### config.mk
export PLATFORM = sky130hd
export DESIGN_NAME = sram_ctrl_fsm
export DESIGN_NICKNAME = d
export VERILOG_FILES = /design/src/sram_pkg.sv /design/src/sram_ctrl_fsm.sv
export SDC_FILE = /design/constraint.sdc
export NUM_CORES = 1
export LEC_CHECK = 0
export ABC_AREA = 0
export BUFFER_PORTS_ARGS = -buffer_cell sky130_fd_sc_hd__buf_2
export CORE_MARGIN = 1
export CORE_UTILIZATION = 30
export DETAILED_ROUTE_END_ITERATION = 8
export PLACE_DENSITY = 0.62
export SLEW_MARGIN = 20
export SYNTH_ARGS = -nofsm -noshare
export SYNTH_HDL_FRONTEND = slang
export SYNTH_SLANG_ARGS = --single-unit
### constraint.sdc
create_clock -name oe_n -period 2.65 [get_ports oe_n]
set_clock_uncertainty 0.15 [all_clocks]
set_input_delay 0.53 -clock oe_n [delete_from_list [all_inputs] [get_ports oe_n]]
set_output_delay 0.53 -clock oe_n [all_outputs]
set_load 0.03 [all_outputs]
### src/sram_pkg.sv
package sram_pkg;

  // widths of the chip interface
  localparam int sram_addr_w = 10;
  localparam int sram_data_w = 16;

  // wait-state counter width
  localparam int wait_w = 4;

  // word address on the chip pins
  typedef logic [sram_addr_w-1:0] sram_addr_t;

  // one data word on the bidirectional bus
  typedef logic [sram_data_w-1:0] sram_data_t;

  // number of extra cycles the chip gets for an access
  typedef logic [wait_w-1:0] wait_t;

  // single access, write flag selects the direction
  typedef struct packed {
    logic       write;
    sram_addr_t addr;
    sram_data_t wdata;
  } sram_req_t;

  // wait states, separate for reads and writes
  typedef struct packed {
    wait_t read_wait;
    wait_t write_wait;
  } sram_cfg_t;

  // pin values the controller asks for, registered in the pin stage
  // drive enables the data bus output
  typedef struct packed {
    logic       ce_b;
    logic       we_b;
    logic       oe_b;
    sram_addr_t addr;
    logic       drive;
  } sram_pins_t;

  // controller sequence states
  typedef enum logic [2:0] {
    idle,
    rd_access,
    rd_capture,
    wr_setup,
    wr_pulse,
    wr_hold,
    recover
  } ctrl_state_t;

  // wait values after reset
  localparam wait_t read_wait_rst  = 4'd2;
  localparam wait_t write_wait_rst = 4'd2;

  // smallest wait the configuration accepts
  // keeps two cycles of read access time
  localparam wait_t min_wait = 4'd1;

endpackage
### src/sram_ctrl_fsm.sv
`timescale 1ns/100ps

module sram_ctrl_fsm (
  input  logic                 oe_n,
  input  logic                 rst,
  input  logic                 req_valid,
  input  sram_pkg::sram_req_t  req,
  input  sram_pkg::sram_cfg_t  cfg_q,
  output logic                 busy,
  output sram_pkg::sram_pins_t pins_next,
  output sram_pkg::sram_data_t wdata_next,
  output logic                 capture,
  output logic                 rsp_valid
);

  import sram_pkg::*;

  ctrl_state_t state;
  ctrl_state_t next_state;

  // request held for the whole access
  sram_req_t req_q;

  // remaining wait cycles of the current phase
  wait_t wait_cnt;

  logic accept;
  logic wait_done;
  logic counting;

  // one access in flight, so a strobe only counts while not busy
  assign accept = req_valid && !busy;

  assign wait_done = (wait_cnt == '0);

  // counter runs only in the two stretched phases
  assign counting = (state == rd_access) || (state == wr_pulse);

  // next state
  always_comb begin
    next_state = state;
    case (state)
      idle: begin
        if (accept) begin
          next_state = req.write ? wr_setup : rd_access;
        end
      end
      // oe_b low, chip gets read_wait+1 cycles
      rd_access: begin
        if (wait_done) begin
          next_state = rd_capture;
        end
      end
      // bus sampled by the pin stage at the end of this cycle
      rd_capture: begin
        next_state = recover;
      end
      // address and data go out before we_b falls
      wr_setup: begin
        next_state = wr_pulse;
      end
      // we_b low for write_wait+1 cycles
      wr_pulse: begin
        if (wait_done) begin
          next_state = wr_hold;
        end
      end
      // we_b back up, address and data still held
      wr_hold: begin
        next_state = recover;
      end
      // all pins inactive for one cycle
      recover: begin
        next_state = idle;
      end
      default: begin
        next_state = idle;
      end
    endcase
  end

  // state, busy level and response strobe
  always_ff @(posedge oe_n) begin
    if (rst) begin
      state     <= idle;
      busy      <= 1'b0;
      rsp_valid <= 1'b0;
    end else begin
      state <= next_state;
      // response one cycle after recover, reads only
      rsp_valid <= (state == recover) && !req_q.write;
      // busy ends one cycle after idle is reached,
      // when the recover values have reached the pins
      if (accept) begin
        busy <= 1'b1;
      end else if (state == idle) begin
        busy <= 1'b0;
      end
    end
  end

  // wait counter
  // loaded with the wait of the request direction on acceptance
  always_ff @(posedge oe_n) begin
    if (rst) begin
      wait_cnt <= '0;
    end else if (accept) begin
      wait_cnt <= req.write ? cfg_q.write_wait : cfg_q.read_wait;
    end else if (counting && !wait_done) begin
      wait_cnt <= wait_cnt - 1'b1;
    end
  end

  // request payload
  always_ff @(posedge oe_n) begin
    if (accept) begin
      req_q <= req;
    end
  end

  // pin values for the next cycle
  // address always from the held request, so it only moves while idle
  // oe_b and we_b are never low together, drive stays off in reads
  always_comb begin
    pins_next.ce_b  = 1'b1;
    pins_next.we_b  = 1'b1;
    pins_next.oe_b  = 1'b1;
    pins_next.addr  = req_q.addr;
    pins_next.drive = 1'b0;
    case (state)
      rd_access: begin
        pins_next.ce_b = 1'b0;
        pins_next.oe_b = 1'b0;
      end
      wr_setup, wr_hold: begin
        pins_next.ce_b  = 1'b0;
        pins_next.drive = 1'b1;
      end
      wr_pulse: begin
        pins_next.ce_b  = 1'b0;
        pins_next.we_b  = 1'b0;
        pins_next.drive = 1'b1;
      end
      default: begin
        pins_next.ce_b = 1'b1;
      end
    endcase
  end

  // write data held with the request
  assign wdata_next = req_q.wdata;

  // pin stage samples the bus on the edge ending rd_capture
  assign capture = (state == rd_capture);

endmodule

==> reports/metrics.cfg <==
[yosys]
synth_top_area_share_pct=49.02
synth.avg_cell_area_um2=13.34
yosys-top-cells-count=27 x buf_4, 27 x edfxtp_1, 9 x dfxtp_1, 7 x nor2_1, 6 x nor2b_1
syn-num-nets=164
synthFlopType=edfxtp_1
netlist_area_um2=1654
yosysSeqAreaShare_pct=59.91
ys_top_cells_by_area=edfxtp_1 49%, buf_4 12%, dfxtp_1 11%, nor2b_1 2.3%, a211oi_1 1.8%
syn_inst=124
synthArstFlopShare_pct=0
synth_cell_types=33
synth_edf_count=27
synth-seq-cells=36
synth_warnings=0
yosys.area.top_type=edfxtp_1

[pwr]
p_per_area_nw_per_um2=937.6
p_leak_nw=0.8260
ir_worst_vdd_mv=0.5850

[route]
wirelength_um=2617
wl_met2_um=1114
routed.top_layer=met4
routedWlPerCell_um=10.81
firstDrtPassIters=2
wl_met3_um=266
wl_met1_um=1209
drt_first_iter_violations=29
antenna_left=0
via_per_inst=4.083
drc=0
num_vias=988

[global_routing]
grt_usage_pct=9.890
grt_remaining_overflow=0
grt_max_degree=16
antenna_found_initial=0
grt_pass1_vias=894
grt_pass1_wl_um=4347

[clocking]
cts.sinks=36
post_cts_buffers=0
path_clk_slew_ps=70
cts_hold_buf=0
htreeDepth=2
clk_path_buf_depth=2
clock_latency_ps=280
cts-root-buf=clkbuf_8
cts_tree=yes
numCtsBuffers=5
ctsResizeCount=0

[worst_setup_path]
crit_arrival_ps=1430
r2r_start=state[1]$_SDFFE_PP0P_
required_ps=1970
reg2reg_slack_ps=900
critPathKind=flop to primary output
worst_setup_path_start_kind=flop
crit_path_max_fanout=8
critPathLaunch=state[0]$_SDFFE_PP0P_
end_kind=primary output

[cells_and_area]
post-route-util_pct=38.17
drive_gt1_share_pct=51.74
final_cells=242
area_delta_synth_final_pct=20.12
fill_cells=529
n_antenna_cell=0
stdcell_area_um2=1987
nets=211

[timing]
min_period_over_period_pct=79.75
fmax_ghz=0.4732
max_slew.worst_pin.slew_ps=550.9
setup_viol=0
max_slew_margin_pct=63.23
hold_viol=0
fin_hold_ws_ps=272.8
rsz0062_at_grt=no
setup_tns_ps=0
slew_violations=0
finalCriticalPeriod_ps=2113

[hold_path]
hold_class=input pin to flop
min_from=req[5]

[placement]
gp_congestion=0.7606
placed_cells=234
io_buffers=70
hpwl_um=2004
place_area_um2=1876

[floorplan]
die_area_um2=5815
core_um2=5205
initial_core_util_pct=31.78
die_h_um=76.26
die_w_um=76.26
pin_count=71
rows=26

[job]
maxCapViolCount=0

[run_status]
outcome=complete, no violations

## per-layer routing
layer	track usage [%]	up-vias
met5	0	-
met4	3.462	0
met3	4.790	3
met2	13.42	56
met1	13.51	425
li1	-	504
## through the flow
step                      power [W]  setup WS, ps
final                      0.001863         536.5
after global routing       0.001977         429.6
after CTS                  0.001893         514.6
after detailed placement   0.001422         815.4
after global placement     0.001421         842.0
after floorplan            0.001338         399.5
## placed cells by master, fill, tap and decap left out, types with 2 or more instances in the layout
cell type,count
nand2_1,4
inv_1,4
dfxtp_1,9
or3_1,3
a21oi_1,4
xnor2_1,2
a211oi_1,4
buf_2,70
mux2i_1,2
edfxtp_1,27
ha_1,2
clkbuf_8,5
buf_4,2
nand2b_1,2
nor2_1,7
nor2b_1,6
## worst paths after layout
check / end / cells after the start
min: wdata_next[5]$_DFFE_PP_ / 1
min reg2reg: rsp_valid$_SDFF_PP0_ / 1
max reg2reg: state[0]$_SDFFE_PP0P_ / 4
max: pins_next[0] / 3
## critical path, stage by stage (launching register included)
cell,delay (ps)
dfxtp_1,570
nor2b_1,270
a21o_1,140
buf_2,180
## sequential cells by signal (all words and copies together) (netlist names)
signal	flops
wdata_next	16
pins_next	10
wait_cnt	4
state	3
busy	1
req_q	1
rsp_valid	1
## where the power goes
group          leakage, nW  internal, W  switching [W]
clock               0.0541     0.000278       0.000182
combinational        0.438     0.000262       0.000356
sequential           0.334     0.000687      0.0000979
## cells by family after synthesis
family | Yosys count | synth area share (%)
muxes | 3 | 1.891
buffers and inverters | 37 | 15.13
xor gates and xnor gates | 3 | 2.724
AOI/OAI and AO/OA | 13 | 6.657
DFF | 36 | 59.91
and+or+nand+nor | 30 | 12.18
adders and majority gates | 2 | 1.513
## final cells by class
cell class,count,area [µm²],share of cell area (%)
Tap cell,70,87.58,4.408
Clock buffer,5,68.82,3.463
Clock inverter,3,42.54,2.141
Timing Repair Buffer,72,365.4,18.39
Sequential cell,36,991.0,49.87
Inverter,5,18.77,0.9446
Multi-Input combinational cell,51,412.9,20.78
(Power assumes the default switching activity.)
