## src/sram_pkg.sv

```systemverilog
package sram_pkg;

  // widths of the chip interface
  localparam int sram_addr_w = 10;
  localparam int sram_data_w = 16;

  // wait-state counter width
  localparam int wait_w = 4;

  // word address on the chip pins
  typedef logic [sram_addr_w-1:0] sram_addr_t;

  // one data word on the bidirectional bus
  typedef logic [sram_data_w-1:0] sram_data_t;

  // number of extra cycles the chip gets for an access
  typedef logic [wait_w-1:0] wait_t;

  // single access, write flag selects the direction
  typedef struct packed {
    logic       write;
    sram_addr_t addr;
    sram_data_t wdata;
  } sram_req_t;

  // wait states, separate for reads and writes
  typedef struct packed {
    wait_t read_wait;
    wait_t write_wait;
  } sram_cfg_t;

  // pin values the controller asks for, registered in the pin stage
  // drive enables the data bus output
  typedef struct packed {
    logic       ce_b;
    logic       we_b;
    logic       oe_b;
    sram_addr_t addr;
    logic       drive;
  } sram_pins_t;

  // controller sequence states
  typedef enum logic [2:0] {
    idle,
    rd_access,
    rd_capture,
    wr_setup,
    wr_pulse,
    wr_hold,
    recover
  } ctrl_state_t;

  // wait values after reset
  localparam wait_t read_wait_rst  = 4'd2;
  localparam wait_t write_wait_rst = 4'd2;

  // smallest wait the configuration accepts
  // keeps two cycles of read access time
  localparam wait_t min_wait = 4'd1;

endpackage
```

## src/sram_cfg_regs.sv

```systemverilog
`timescale 1ns/100ps

module sram_cfg_regs (
  input  logic                oe_n,
  input  logic                rst,
  input  logic                cfg_wr,
  input  sram_pkg::sram_cfg_t cfg,
  output sram_pkg::sram_cfg_t cfg_q
);

  import sram_pkg::*;

  // written values after the lower limit
  wait_t read_wait_in;
  wait_t write_wait_in;

  // raise a zero wait to the minimum
  function automatic wait_t clamp_wait(input wait_t value);
    wait_t result;
    result = value;
    if (value < min_wait) begin
      result = min_wait;
    end
    return result;
  endfunction

  always_comb begin
    read_wait_in  = clamp_wait(cfg.read_wait);
    write_wait_in = clamp_wait(cfg.write_wait);
  end

  // held configuration
  // new values only matter at the next accepted request,
  // the controller copies the wait into its counter on acceptance
  always_ff @(posedge oe_n) begin
    if (rst) begin
      cfg_q.read_wait  <= read_wait_rst;
      cfg_q.write_wait <= write_wait_rst;
    end else if (cfg_wr) begin
      cfg_q.read_wait  <= read_wait_in;
      cfg_q.write_wait <= write_wait_in;
    end
  end

endmodule

```

## config.mk

```make
export PLATFORM = sky130hd
export DESIGN_NAME = sram_cfg_regs
export DESIGN_NICKNAME = d
export VERILOG_FILES = /design/src/sram_pkg.sv /design/src/sram_cfg_regs.sv
export SDC_FILE = /design/constraint.sdc
export NUM_CORES = 1
export LEC_CHECK = 0
export BUFFER_PORTS_ARGS = -buffer_cell sky130_fd_sc_hd__buf_2
export CORE_AREA = 2 2 39 41
export DETAILED_ROUTE_END_ITERATION = 7
export DIE_AREA = 0 0 41 43
export PLACE_DENSITY_LB_ADDON = 0.1
export SYNTH_ARGS = -nofsm -noshare
export SYNTH_HDL_FRONTEND = slang
export SYNTH_SLANG_ARGS = --single-unit
export TNS_END_PERCENT = 10
```

## constraint.sdc

```tcl
create_clock -name oe_n -period 1.2 [get_ports oe_n]
set_clock_uncertainty 0.2 [all_clocks]
set_input_delay 0.12 -clock oe_n [delete_from_list [all_inputs] [get_ports oe_n]]
set_output_delay 0.12 -clock oe_n [all_outputs]
set_load 0.1 [all_outputs]
```

==> flow_results.org, run 1 <==
** CTS
- Buffer depth of the longest clock path :: 2
- CTS tree :: built
- CTS sink cnt :: 8
- Number of H-tree branching levels :: 1
- Buffer type at the clock tree root :: sky130_fd_sc_hd__clkbuf_4
- Clock latency reported for the late side of the worst-skew pair :: 0.25 ns
- Clock-pin slew was measured on the worst setup and hold paths at 0.05 ns.
- Inserted Clock Buffers :: 3
- After clock tree synthesis, the repair step resized 0 gates.
- Hold-fix buffers, CTS :: 3

** Detailed routing
- DRT Wirelength :: 671 µm
- DRC violation count after routing :: 0
- After detailed routing, the average wire length per cell comes to 10.01 µm.
- Total number of vias :: 282
- After detailed routing, the number of vias per cell comes to 4.209.
- First-pass detailed-route iteration total :: 2
- In this run, the number of DRC markers left after iteration 0 of detailed routing was 5.
- Detail Route Antenna Nets :: 0

** Power
- Summed over all cells, the static leakage comes to 0.2612 nW.
- The worst-case IR drop observed on VDD is 0.0004146 V.
- Pwr dens :: 1338 nW/µm²

** Timing
- The hold violation count in the final report is 8.
- After layout, the minimum clock period comes to 1.170 ns.
- At the pin with the least slew margin, the transition time is 0.2926 ns.
- Worst hold slack :: -0.1112 ns
- Relative slew slack :: 0.8043
- Worst Slack Setup Final :: 0.02952 ns
- Setup violations remaining at the end of the flow were counted as 0.
- The count of final max-slew check failures was 0.
- Fmax achieved :: 854.3 MHz
- Of the available clock period, the critical path in the final layout requires 0.9754.
- Setup repair after global routing left no endpoint under its margin.

** Cells and area
- Total Nets Final :: 64
- Post-route cell area :: 574.3 µm²
- The library cell used most frequently in the layout, excluding fill and tap cells, is sky130_fd_sc_hd__buf_2.
- Max reg flops :: 8
- Of the cells placed in the final design, the portion with a size suffix greater than 1 is 0.4902.
- Leading cell types in the layout, fill and taps excluded :: sky130_fd_sc_hd__buf_2, sky130_fd_sc_hd__buf_12, sky130_fd_sc_hd__nor2_1
- Antenna cells :: 0
- Counting the fill cells in the layout gives 141.
- Area growth, synth to finish :: 91.25%
- cfg_q holds more flip-flops than any other register.
- Largest registers ranked by flip-flop count :: cfg_q: 8 flops

** Synthesis
- Distinct cell type count of the synthesized netlist :: 11
- A synthesized cell averages 10.01 µm².
- During synthesis, Yosys emitted a total of 0 warnings.
- Share of synthesized area occupied by flip-flops and latches :: 0.5333
- Mapped cell area :: 300.3 µm²
- Number of register bits inferred by synthesis :: 8
- The number of nets in the synthesized netlist is 41.
- Synthesis handed over a netlist of 30 instances.

** Placement
- OpenSTA, run right after detailed placement, puts the worst setup slack at 0.05980 ns.
- Routability cong. :: 0.7184
- Summing all placed instances gives a cell area of 526.8 µm².
- Count of port buffers added during placement :: 18
- Sum of net half-perimeters after detailed placement :: 514.4 µm

** Status
- The run finished, with violations left.
- The final reports fail on hold timing.

** Critical path
- Along the worst path, the maximum fanout reaches 8.
- In this run the register-to-register setup slack is 0.17 ns.
- Crit path max-delay cell type :: sky130_fd_sc_hd__dlygate4sd3_1
- Critical Path Source Type :: input pin
- CP endpoint kind :: flip-flop
- STA puts the critical path data required time at 1.14 ns.
- Cell chain of the critical path :: dlygate4sd3_1, a211o_2
- The largest single stage delay on the critical path is 0.65 ns.
- Critical path arrival :: 1.11 ns
- Top Family by Delay on Critical Path :: buffers and inverters
- Critical path buffers and inverters :: 1
- The worst setup path is of the input pin to flip-flop kind.

** Global routing
- Entering global routing, the biggest net connects 13 pins.
- Vias in the first global route :: 271
- Global routing usage summed across all routing layers :: 0.09778
- Initial antenna violation count :: 0
- Wire length of the first global-routing pass :: 1090 µm
- GRT overflow :: 0

** Floorplanning
- Effective utilization at floorplan :: 0.2170
- The initialized floorplan defines 14 standard-cell rows.
- The core region is 1384 µm².
- 19 I/O pins were placed.
- The die covers 1763 µm².
- From bottom edge to top edge, the die measures 43 µm.
- Horizontal die dimension :: 41 µm

** Worst hold path
- Path category of the worst min-delay check :: input pin to flip-flop

** Job
- Across the run, the number of max-cap violations was 0.
[per-stage QoR]
step	hold WS (ns)	total power, W	TNS [ns]	instances	util
after global placement	0.1424	0.0005616	0	62	0.3807
after floorplan	0.04237	0.0004618	-1.224	30	-
after global routing	-0.1023	0.0008071	0	67	0.4150
after detailed placement	0.1453	0.0005644	0	62	0.3807
final	-0.1112	0.0007685	0	67	0.4150
after CTS	-0.1228	0.0007859	0	68	0.4186
[power breakdown]
group / internal, W / leakage, nW / switching (W) / total, W
Clock: 0.000114 / 0.0138 / 0.0000902 / 0.000205
Combinational: 0.0000999 / 0.181 / 0.000160 / 0.000260
Sequential: 0.000286 / 0.0664 / 0.0000178 / 0.000304
Total: 0.000500 / 0.261 / 0.000268 / 0.000768
[worst paths after layout]
kind                 start  cells after the start        to
setup / recovery       rst                      2  cfg_q[5]
hold / removal      cfg[1]                      2  cfg_q[1]
setup reg to reg  cfg_q[5]                      2  cfg_q[5]
hold reg to reg   cfg_q[0]                      2  cfg_q[0]
[cell families after synthesis]
| group | share of synthesized area |
|---|---|
| flip-flops | 0.5333 |
| AND/OR/NAND/NOR | 0.1583 |
| multiplexers | 0.1333 |
| AO/OA/AOI/OAI | 0.1209 |
| buffers and inverters | 0.05415 |
[Yosys cell counts]
| cell | instances | share of area |
|---|---|---|
| sky130_fd_sc_hd__inv_1 | 2 | 0.025 |
| sky130_fd_sc_hd__nor2b_1 | 2 | 0.042 |
| sky130_fd_sc_hd__nor2_1 | 6 | 0.075 |
| sky130_fd_sc_hd__a211o_2 | 1 | 0.033 |
| sky130_fd_sc_hd__clkbuf_1 | 1 | 0.012 |
| sky130_fd_sc_hd__dfxtp_1 | 8 | 0.53 |
| sky130_fd_sc_hd__mux2i_1 | 4 | 0.13 |
| sky130_fd_sc_hd__a311oi_1 | 2 | 0.058 |
| sky130_fd_sc_hd__a211o_1 | 1 | 0.029 |
| sky130_fd_sc_hd__or3_1 | 2 | 0.042 |
| sky130_fd_sc_hd__buf_2 | 1 | 0.017 |
[per-layer routing]
metal,routed length (µm),part of all wire,track usage,vias to the layer above
met5,0,0,0,-
met3,47,0.070,0.03665,2
li1,-,-,-,146
met2,342,0.51,0.1281,7
met1,276,0.41,0.1107,127
met4,5,0.0075,0.1000,0
[repair_timing]
item,4_1_cts,5_1_grt
setup buffers,0,0
setup endpoints to repair,0,1
hold endpoints to repair,8,8
[cell type report]
| cell class | count | area, µm² | area share |
|---|---|---|---|
| clock buffers | 3 | 22.52 | 0.03922 |
| inverters | 2 | 7.507 | 0.01307 |
| multi-input cells | 18 | 123.9 | 0.2157 |
| flip-flops and latches | 8 | 165.2 | 0.2876 |
| well taps | 16 | 20.02 | 0.03486 |
| repair buffers | 20 | 235.2 | 0.4096 |
Power figures use the tool's default switching activity.
==> inputs of run 2 (changes only) <==
==> constraint.sdc (replaced) <==
create_clock -name oe_n -period 1.4 [get_ports oe_n]
set_clock_uncertainty 0.2 [all_clocks]
set_input_delay 0.14 -clock oe_n [delete_from_list [all_inputs] [get_ports oe_n]]
set_output_delay 0.14 -clock oe_n [all_outputs]
set_load 0.1 [all_outputs]
==> flow_results.org, run 2 (same netlist as run 1, synthesis figures left out) <==
** Power
- The switching part of the total came to 0.3514 (+0.002319).
- The internal portion of total power is 0.0004161 W (-17%).
- Leakage :: 0.2701 nW (+3.4%)
- The switching power of the nets is 0.0002254 W (-16%).
- Part of the total power dissipated in the clock network :: 0.269 (+0.003)
- The maximum ir drop on the vdd rail is 0.0005007 V (+21%).
- The power per cell area was 1127 nW/µm² (-16%).
- Share of total power in sequential cells :: 0.397 (+0.002)
- Part of the power in combinational logic :: 0.334 (-0.005)

** Global routing
- Wire length of the first global-routing pass :: 1166 µm (+7.0%)
- The aggregate global routing overflow came to 0 (unchanged).
- Initial antenna violation count :: 0 (unchanged)
- The via count of the first global-routing pass is 312 (+15%).
- Global routing usage summed across all routing layers :: 0.1028 (+0.005040)
- Maximum number of pins on one net before global-route repair :: 13 (unchanged)

** Timing
- Relative slew slack :: 0.6773 (-0.1270)
- Accumulated negative setup slack :: 0 ns (unchanged)
- Setup repair after global routing could not meet its margin everywhere.
- Derived from the worst setup path, the maximum achievable clock frequency is 715.6 MHz.
- Final period demand of the worst path :: 1.397 ns
- Final Hold Viols :: 3 (-5)
- The final-layout worst hold slack is -0.04477 ns (+0.06641 ns).
- The measured slew at the worst slew-check pin was 0.4874 ns (+0.1948 ns).
- Final cycle utilization of the critical path :: 0.9981
- The count of final setup violators is 0 (unchanged).
- The count of final max-slew check failures came to 0 (unchanged).

** Cells and area
- The register with the most flip-flops in the final layout is cfg_q.
- The utilization of the core after routing came to 0.4114 (-0.003617).
- The largest registers in the layout are cfg_q: 8 flops.
- Leaving out fill and tap cells, the most frequent cell in the layout is sky130_fd_sc_hd__buf_2.
- From synthesis to final layout, the design area changed by 89.58%.
- Max reg flops :: 8 (unchanged)
- Total Nets Final :: 70 (+9.4%)
- Leading cell types in the layout, fill and taps excluded :: sky130_fd_sc_hd__buf_2, sky130_fd_sc_hd__dlygate4sd3_1, sky130_fd_sc_hd__nor2_1, sky130_fd_sc_hd__dfxtp_1
- Fraction of final layout cells sized beyond drive strength 1 :: 0.4211 (-0.06914)
- Antenna cells :: 0 (unchanged)
- Post-route cell area :: 569.3 µm² (-0.87%)

** Critical path
- Critical Path Source Type :: input pin
- The most critical setup path has its startpoint at cfg[7].
- Number of logic stages on the critical path including buffering :: 4 (+2)
- The maximum cell stage delay along the critical path was 0.54 ns (-0.11 ns).
- Top Family by Delay on Critical Path :: buffers and inverters
- Traced cell by cell, the critical path runs through dlygate4sd3_1, buf_2, or3_1, a311oi_1.
- FF-to-FF path depth :: 3 (+1)
- Among all stages on the critical path, the largest delay is contributed by sky130_fd_sc_hd__dlygate4sd3_1.
- The total buffers and inverters traversed by the critical path is 2 (+1).
- Critical Setup Path Class :: input pin to flip-flop
- CP endpoint kind :: flip-flop
- Peak fanout along the critical path :: 2 (-6)
- Critical path arrival :: 1.35 ns (+0.24 ns)
- Flop-to-flop setup slack :: 0.07 ns (-0.10 ns)
- The worst register-to-register path ends at cfg_q[2].
- Critical path destination :: cfg_q[4]
- Worst EP required :: 1.36 ns (+0.22 ns)
- The startpoint identified for the worst register-to-register timing path is cfg_q[2].

** CTS
- Inserted Clock Buffers :: 3 (unchanged)
- The post-CTS setup buffer count was 0 (unchanged).
- Clock slew at the register clock pins of the worst setup and hold paths :: 0.05 ns (about the same)
- The clock net sink count came to 8 (unchanged).
- The largest buffer count on any clock path was 2 (unchanged).
- Number of H-tree branching levels :: 1 (unchanged)
- Buffer type at the clock tree root :: sky130_fd_sc_hd__clkbuf_4
- TritonCTS built the clock tree.
- Clock latency reported for the late side of the worst-skew pair :: 0.25 ns (about the same)

** Floorplanning
- The core outline area was 1384 µm² (unchanged).
- The starting utilization of the core area is 0.2170 (unchanged).
- Die area :: 1763 µm² (unchanged)
- Number of top-level design ports :: 19 (unchanged)
- Die outline height :: 43 µm (unchanged)
- Row cnt :: 14 (unchanged)
- Horizontal die dimension :: 41 µm (unchanged)

** Detailed routing
- The detailed-routing iteration count for the pre-antenna-repair pass came to 2 (unchanged).
- DRC violation count after routing :: 0 (unchanged)
- Drt wl/cell :: 9.671 µm (-3.4%)
- Initial DRC count :: 1 (-4)
- The remaining antenna violation count was 0 (unchanged).
- Total number of vias :: 300 (+6.4%)
- DRT Wirelength :: 706 µm (+5.2%)
- Number of vias per cell :: 4.110 (-2.4%)

** Status
- Violated checks :: hold timing
- Status :: finished, violations left

** Job
- The number of max-cap violations came to 0 (unchanged).

** Placement
- The placer's final routability congestion estimate came to 0.7170 (-0.19%).
- The count of input and output buffers is 18 (unchanged).
- Cell area reported after detailed placement :: 462.9 µm² (-12%)
- Sum of net half-perimeters after detailed placement :: 507 µm (-1.4%)

** Worst hold path
- Path category of the worst min-delay check :: input pin to flip-flop
run 2: cell types whose count changed in the layout (fill, tap and decap cells not counted):
cell,previous run,this run
sky130_fd_sc_hd__buf_12,8,4
sky130_fd_sc_hd__dlygate4sd3_1,3,7
sky130_fd_sc_hd__dfxtp_2,4,2
sky130_fd_sc_hd__buf_2,9,14
sky130_fd_sc_hd__dlymetal6s4s_1,0,1
sky130_fd_sc_hd__dfxtp_1,4,6
run 2: cell type report:
class | instances | area (µm²)
multi-input cells | 18 | 123.9
flip-flops and latches | 8 | 162.7
well taps | 16 | 20.02
repair buffers | 26 | 232.7
clock buffers | 3 | 22.52
fillers | 149 | 814.5
inverters | 2 | 7.507
run 2: worst min-delay path by stage:
stage,slack (ns),start,end,depth (start not counted)
2_1_floorplan,0.06,cfg[1],cfg_q[1],1
3_3_place_gp,0.16,cfg[1],cfg_q[1],2
3_5_place_dp,0.17,cfg[1],cfg_q[1],2
4_1_cts,-0.09,cfg[5],cfg_q[5],2
5_1_grt,-0.01,cfg[2],cfg_q[0],3
6_report,-0.04,cfg[3],cfg_q[3],3
run 2: tightest hold or removal path: stages:
cell and delay (ns):
sky130_fd_sc_hd__buf_2 0.09, sky130_fd_sc_hd__mux2i_1 0.06, sky130_fd_sc_hd__nor2_1 0.07
run 2: through the flow:
stage	std cells	setup WS [ns]	total power, W	hold WS [ns]
global placement	62	0.2672	0.0004513	0.1633
CTS	73	0.004113	0.0006456	-0.08876
floorplan	30	-0.1241	0.0003941	0.06242
finish	73	0.002640	0.0006415	-0.04477
detailed placement	62	0.2394	0.0004535	0.1675
global route	73	-0.02450	0.0006732	-0.01133
run 2: repair_timing:
action,CTS,global route
endpoints found under the hold margin,8,3
setup endpoints to repair,0,4
hold buffers,8,1
resized for setup,0,2
run 2: power by group through the flow:
stage          clock network, W  logic [W]  registers [W]
6_report               0.000172   0.000215       0.000255
5_1_grt                0.000193   0.000224       0.000257
4_1_cts                0.000176   0.000215       0.000255
3_5_place_dp                  0   0.000194       0.000259
3_3_place_gp                  0   0.000193       0.000258
2_1_floorplan                 0  0.0000302       0.000364
run 2: per-layer routing:
layer	up-vias	global-route usage	wire length, µm	share of wire
met4	0	0.06000	0	0
li1	158	-	-	-
met2	7	0.1469	346	0.49
met5	-	0	0	0
met1	135	0.1107	308	0.44
met3	0	0.06283	51	0.072
==> inputs of run 3 (changes only) <==
--- a/config.mk
+++ b/config.mk
@@ -6,6 +6,7 @@
 export NUM_CORES = 1
 export LEC_CHECK = 0
 export BUFFER_PORTS_ARGS = -buffer_cell sky130_fd_sc_hd__buf_2
+export CAP_MARGIN = 10
 export CORE_AREA = 2 2 39 41
 export DETAILED_ROUTE_END_ITERATION = 7
 export DIE_AREA = 0 0 41 43
==> constraint.sdc (replaced) <==
create_clock -name oe_n -period 1.5 [get_ports oe_n]
set_clock_uncertainty 0.2 [all_clocks]
set_input_delay 0.15 -clock oe_n [delete_from_list [all_inputs] [get_ports oe_n]]
set_output_delay 0.15 -clock oe_n [all_outputs]
set_load 0.1 [all_outputs]
==> flow_results.org, run 3 (same netlist as run 1, synthesis figures left out) <==
** Power
- The maximum ir drop on the vdd rail came to 0.0004468 V (-11%).
- Pwr dens :: 1128 nW/µm² (about the same)
- Internal portion of total power :: 0.0003671 W (-12%)
- The leakage power of the design came to 0.2546 nW (-5.7%).
- Part of the total power dissipated in the clock network :: 0.293 (+0.024)
- The combinational group share of total power is 0.306 (-0.028).
- Share of total power in sequential cells :: 0.401 (+0.004)
- Net switching fraction of the power :: 0.3684 (+0.01704)
- The switching power of the nets was 0.0002142 W (-5.0%).

** Timing
- The clock period could shrink to 1.443 ns.
- The count of final max-slew check failures came to 0 (unchanged).
- Setup Viol. Count Final :: 0 (unchanged)
- Worst hold slack :: 0.08532 ns (+0.1301 ns)
- For this run, the top clock speed supported by timing is 693.2 MHz.
- The hold violation count in the final report was 0 (-3).
- RSZ-0062 raised after global routing :: false
- Relative slew slack :: 0.6759 (-0.001436)
- Dividing the final minimum period by the clock period gives 0.9618.
- The measured slew at the worst slew-check pin was 0.4895 ns (+0.002169 ns).

** Critical path
- Critical Path Source Type :: input pin
- The maximum cell stage delay along the critical path is 0.53 ns (about the same).
- Critical Setup Path Class :: input pin to flip-flop
- Crit path max-delay cell type :: sky130_fd_sc_hd__dlygate4sd3_1
- In this run the critical register-to-register path is launched from cfg_q[5].
- Worst reg2reg path endpoint :: cfg_q[5]
- The highest net fanout along the worst path is 2 (unchanged).
- The setup slack of the worst register-to-register path came to 0.51 ns (+0.44 ns).
- The critical path goes through dlygate4sd3_1, buf_2, or3_1, a311oi_1.
- Worst EP required :: 1.46 ns (+0.10 ns)
- In this design, the largest share of critical-path delay is due to buffers and inverters.
- FF-to-FF path depth :: 2 (-1)
- The arrival time reported for the critical path endpoint is 1.41 ns (+0.06 ns).
- The worst setup path is captured at a flip-flop.
- The total buffers and inverters traversed by the critical path is 2 (unchanged).

** Cells and area
- Post-route insts no fill :: 74 (+1.4%)
- The number of fill cells in the layout is 153 (+2.7%).
- The share of final-layout standard cells stronger than drive strength 1 came to 0.3966 (-0.02450).
- The number of diodes was 0 (unchanged).
- In the final layout, the registers with the most flip-flops are cfg_q: 8 flops.
- Top register by number of flip-flops :: cfg_q
- Area growth, synth to finish :: 71.67%
- The library cells used most frequently in the layout, excluding fill and tap cells, are sky130_fd_sc_hd__buf_2, sky130_fd_sc_hd__dlygate4sd3_1, sky130_fd_sc_hd__dfxtp_1.
- Max reg flops :: 8 (unchanged)
- The library cell used most frequently in the layout, excluding fill and tap cells, is sky130_fd_sc_hd__buf_2.
- Total Nets Final :: 71 (+1.4%)

** CTS
- Clock slew at the register clock pins of the worst setup and hold paths :: 0.06 ns (about the same)
- The H-tree depth is 1 (unchanged).
- The clock net sink count is 8 (unchanged).
- The number of buffers created by CTS is 3 (unchanged).
- The post-cts sizing count is 0 (unchanged).
- The clock insertion delay at the later pin of the skew report came to 0.26 ns (about the same).
- Buffer type at the clock tree root :: sky130_fd_sc_hd__clkbuf_4
- The largest buffer count on any clock path is 2 (unchanged).
- TritonCTS built the clock tree.

** Floorplanning
- Die outline height :: 43 µm (unchanged)
- The standard-cell row count was 14 (unchanged).
- Horizontal die dimension :: 41 µm (unchanged)
- The die area was 1763 µm² (unchanged).
- The count of pins on the block boundary came to 19 (unchanged).
- The core outline area was 1384 µm² (unchanged).
- The starting utilization of the core area is 0.2170 (unchanged).

** Placement
- Routability cong. :: 0.7113 (-0.79%)
- The number of cells after detailed placement is 62 (unchanged).
- Count of port buffers added during placement :: 18 (unchanged)

** Global routing
- The largest net degree at the start of global routing came to 13 (unchanged).
- The initial antenna violation count was 0 (unchanged).
- GRT overflow :: 0 (unchanged)
- The global-route wire length before repair was 1014 µm (-13%).
- The via count of the first global-routing pass was 247 (-21%).
- The global-route usage over all layers came to 0.09476 (-0.008065).

** Status
- The run finished with clean final reports.

** Detailed routing
- Number of vias per cell :: 4.135 (+0.62%)
- Drt wl/cell :: 9.527 µm (-1.5%)
- The initial DRC count is 8 (+7).
- The total wire length is 705 µm (-0.14%).
- The detailed-route via count came to 306 (+2.0%).
- DRC violation count after routing :: 0 (unchanged)
- The remaining antenna violation count was 0 (unchanged).
- The detailed-routing iteration count for the pre-antenna-repair pass came to 2 (unchanged).

** Worst hold path
- In this run the most critical hold path is launched from cfg_wr.
- Hold Path Depth :: 2 (-1)
- Hold Path End :: cfg_q[0]
- Path category of the worst min-delay check :: input pin to flip-flop

** Job
- The number of max-cap violations was 0 (unchanged).
==> run 3: power groups by stage <==
stage	sequential, W	clock, W	combinational, W
floorplan	0.000340	0	0.0000282
global placement	0.000237	0	0.000160
detailed placement	0.000237	0	0.000162
CTS	0.000233	0.000176	0.000180
global route	0.000235	0.000183	0.000186
finish	0.000233	0.000170	0.000178
==> run 3: timing repair <==
item,in CTS,in global routing
hold buffers,9,0
hold endpoints to repair,8,0
buffers inserted,0,0
==> run 3: routing by layer <==
metal,wire length [µm],share of wire,GRT usage,vias up
met4,22,0.031,0.1000,0
met5,0,0,0,-
met3,65,0.092,0.04712,4
met2,306,0.43,0.1156,9
li1,-,-,-,158
met1,310,0.44,0.1075,135
==> run 3: through the flow <==
| stage | utilization | area [µm²] | total power [W] | TNS, ns | worst slack (ns) |
|---|---|---|---|---|---|
| final | 0.3725 | 515.5 | 0.0005813 | 0 | 0.05735 |
| after global routing | 0.3725 | 515.5 | 0.0006039 | 0 | 0.004271 |
| after CTS | 0.3725 | 515.5 | 0.0005885 | 0 | 0.04638 |
| after detailed placement | 0.2911 | 402.9 | 0.0003990 | 0 | 0.3340 |
| after global placement | 0.2911 | 402.9 | 0.0003966 | 0 | 0.3568 |
| after floorplan | - | 301.5 | 0.0003678 | -0.02407 | -0.02407 |
==> run 3: cell type report <==
type	instances	area, µm²	share of cell area
sequential	8	161.4	0.3131
inverter	2	7.507	0.01456
tap	16	20.02	0.03883
multi-input combinational	18	123.9	0.2403
timing repair buffer	27	180.2	0.3495
clock buffer	3	22.52	0.04369
==> run 3: worst max path at each step <==
stage	slack, ns	from	cells past startpoint	endpoint
finish	0.06	cfg[3]	4	cfg_q[0]
global route	0.004	cfg[5]	4	cfg_q[4]
CTS	0.05	cfg[3]	4	cfg_q[0]
detailed placement	0.33	cfg[3]	3	cfg_q[0]
global placement	0.36	cfg[3]	3	cfg_q[0]
floorplan	-0.02	cfg_q[4]	2	cfg_q[4]
==> run 3: worst register-to-register path: cells and delay by family (launching register included) <==
family	cells	cell delay (ns)
simple gates	1	0.12
flops	1	0.30
compound gates	1	0.26
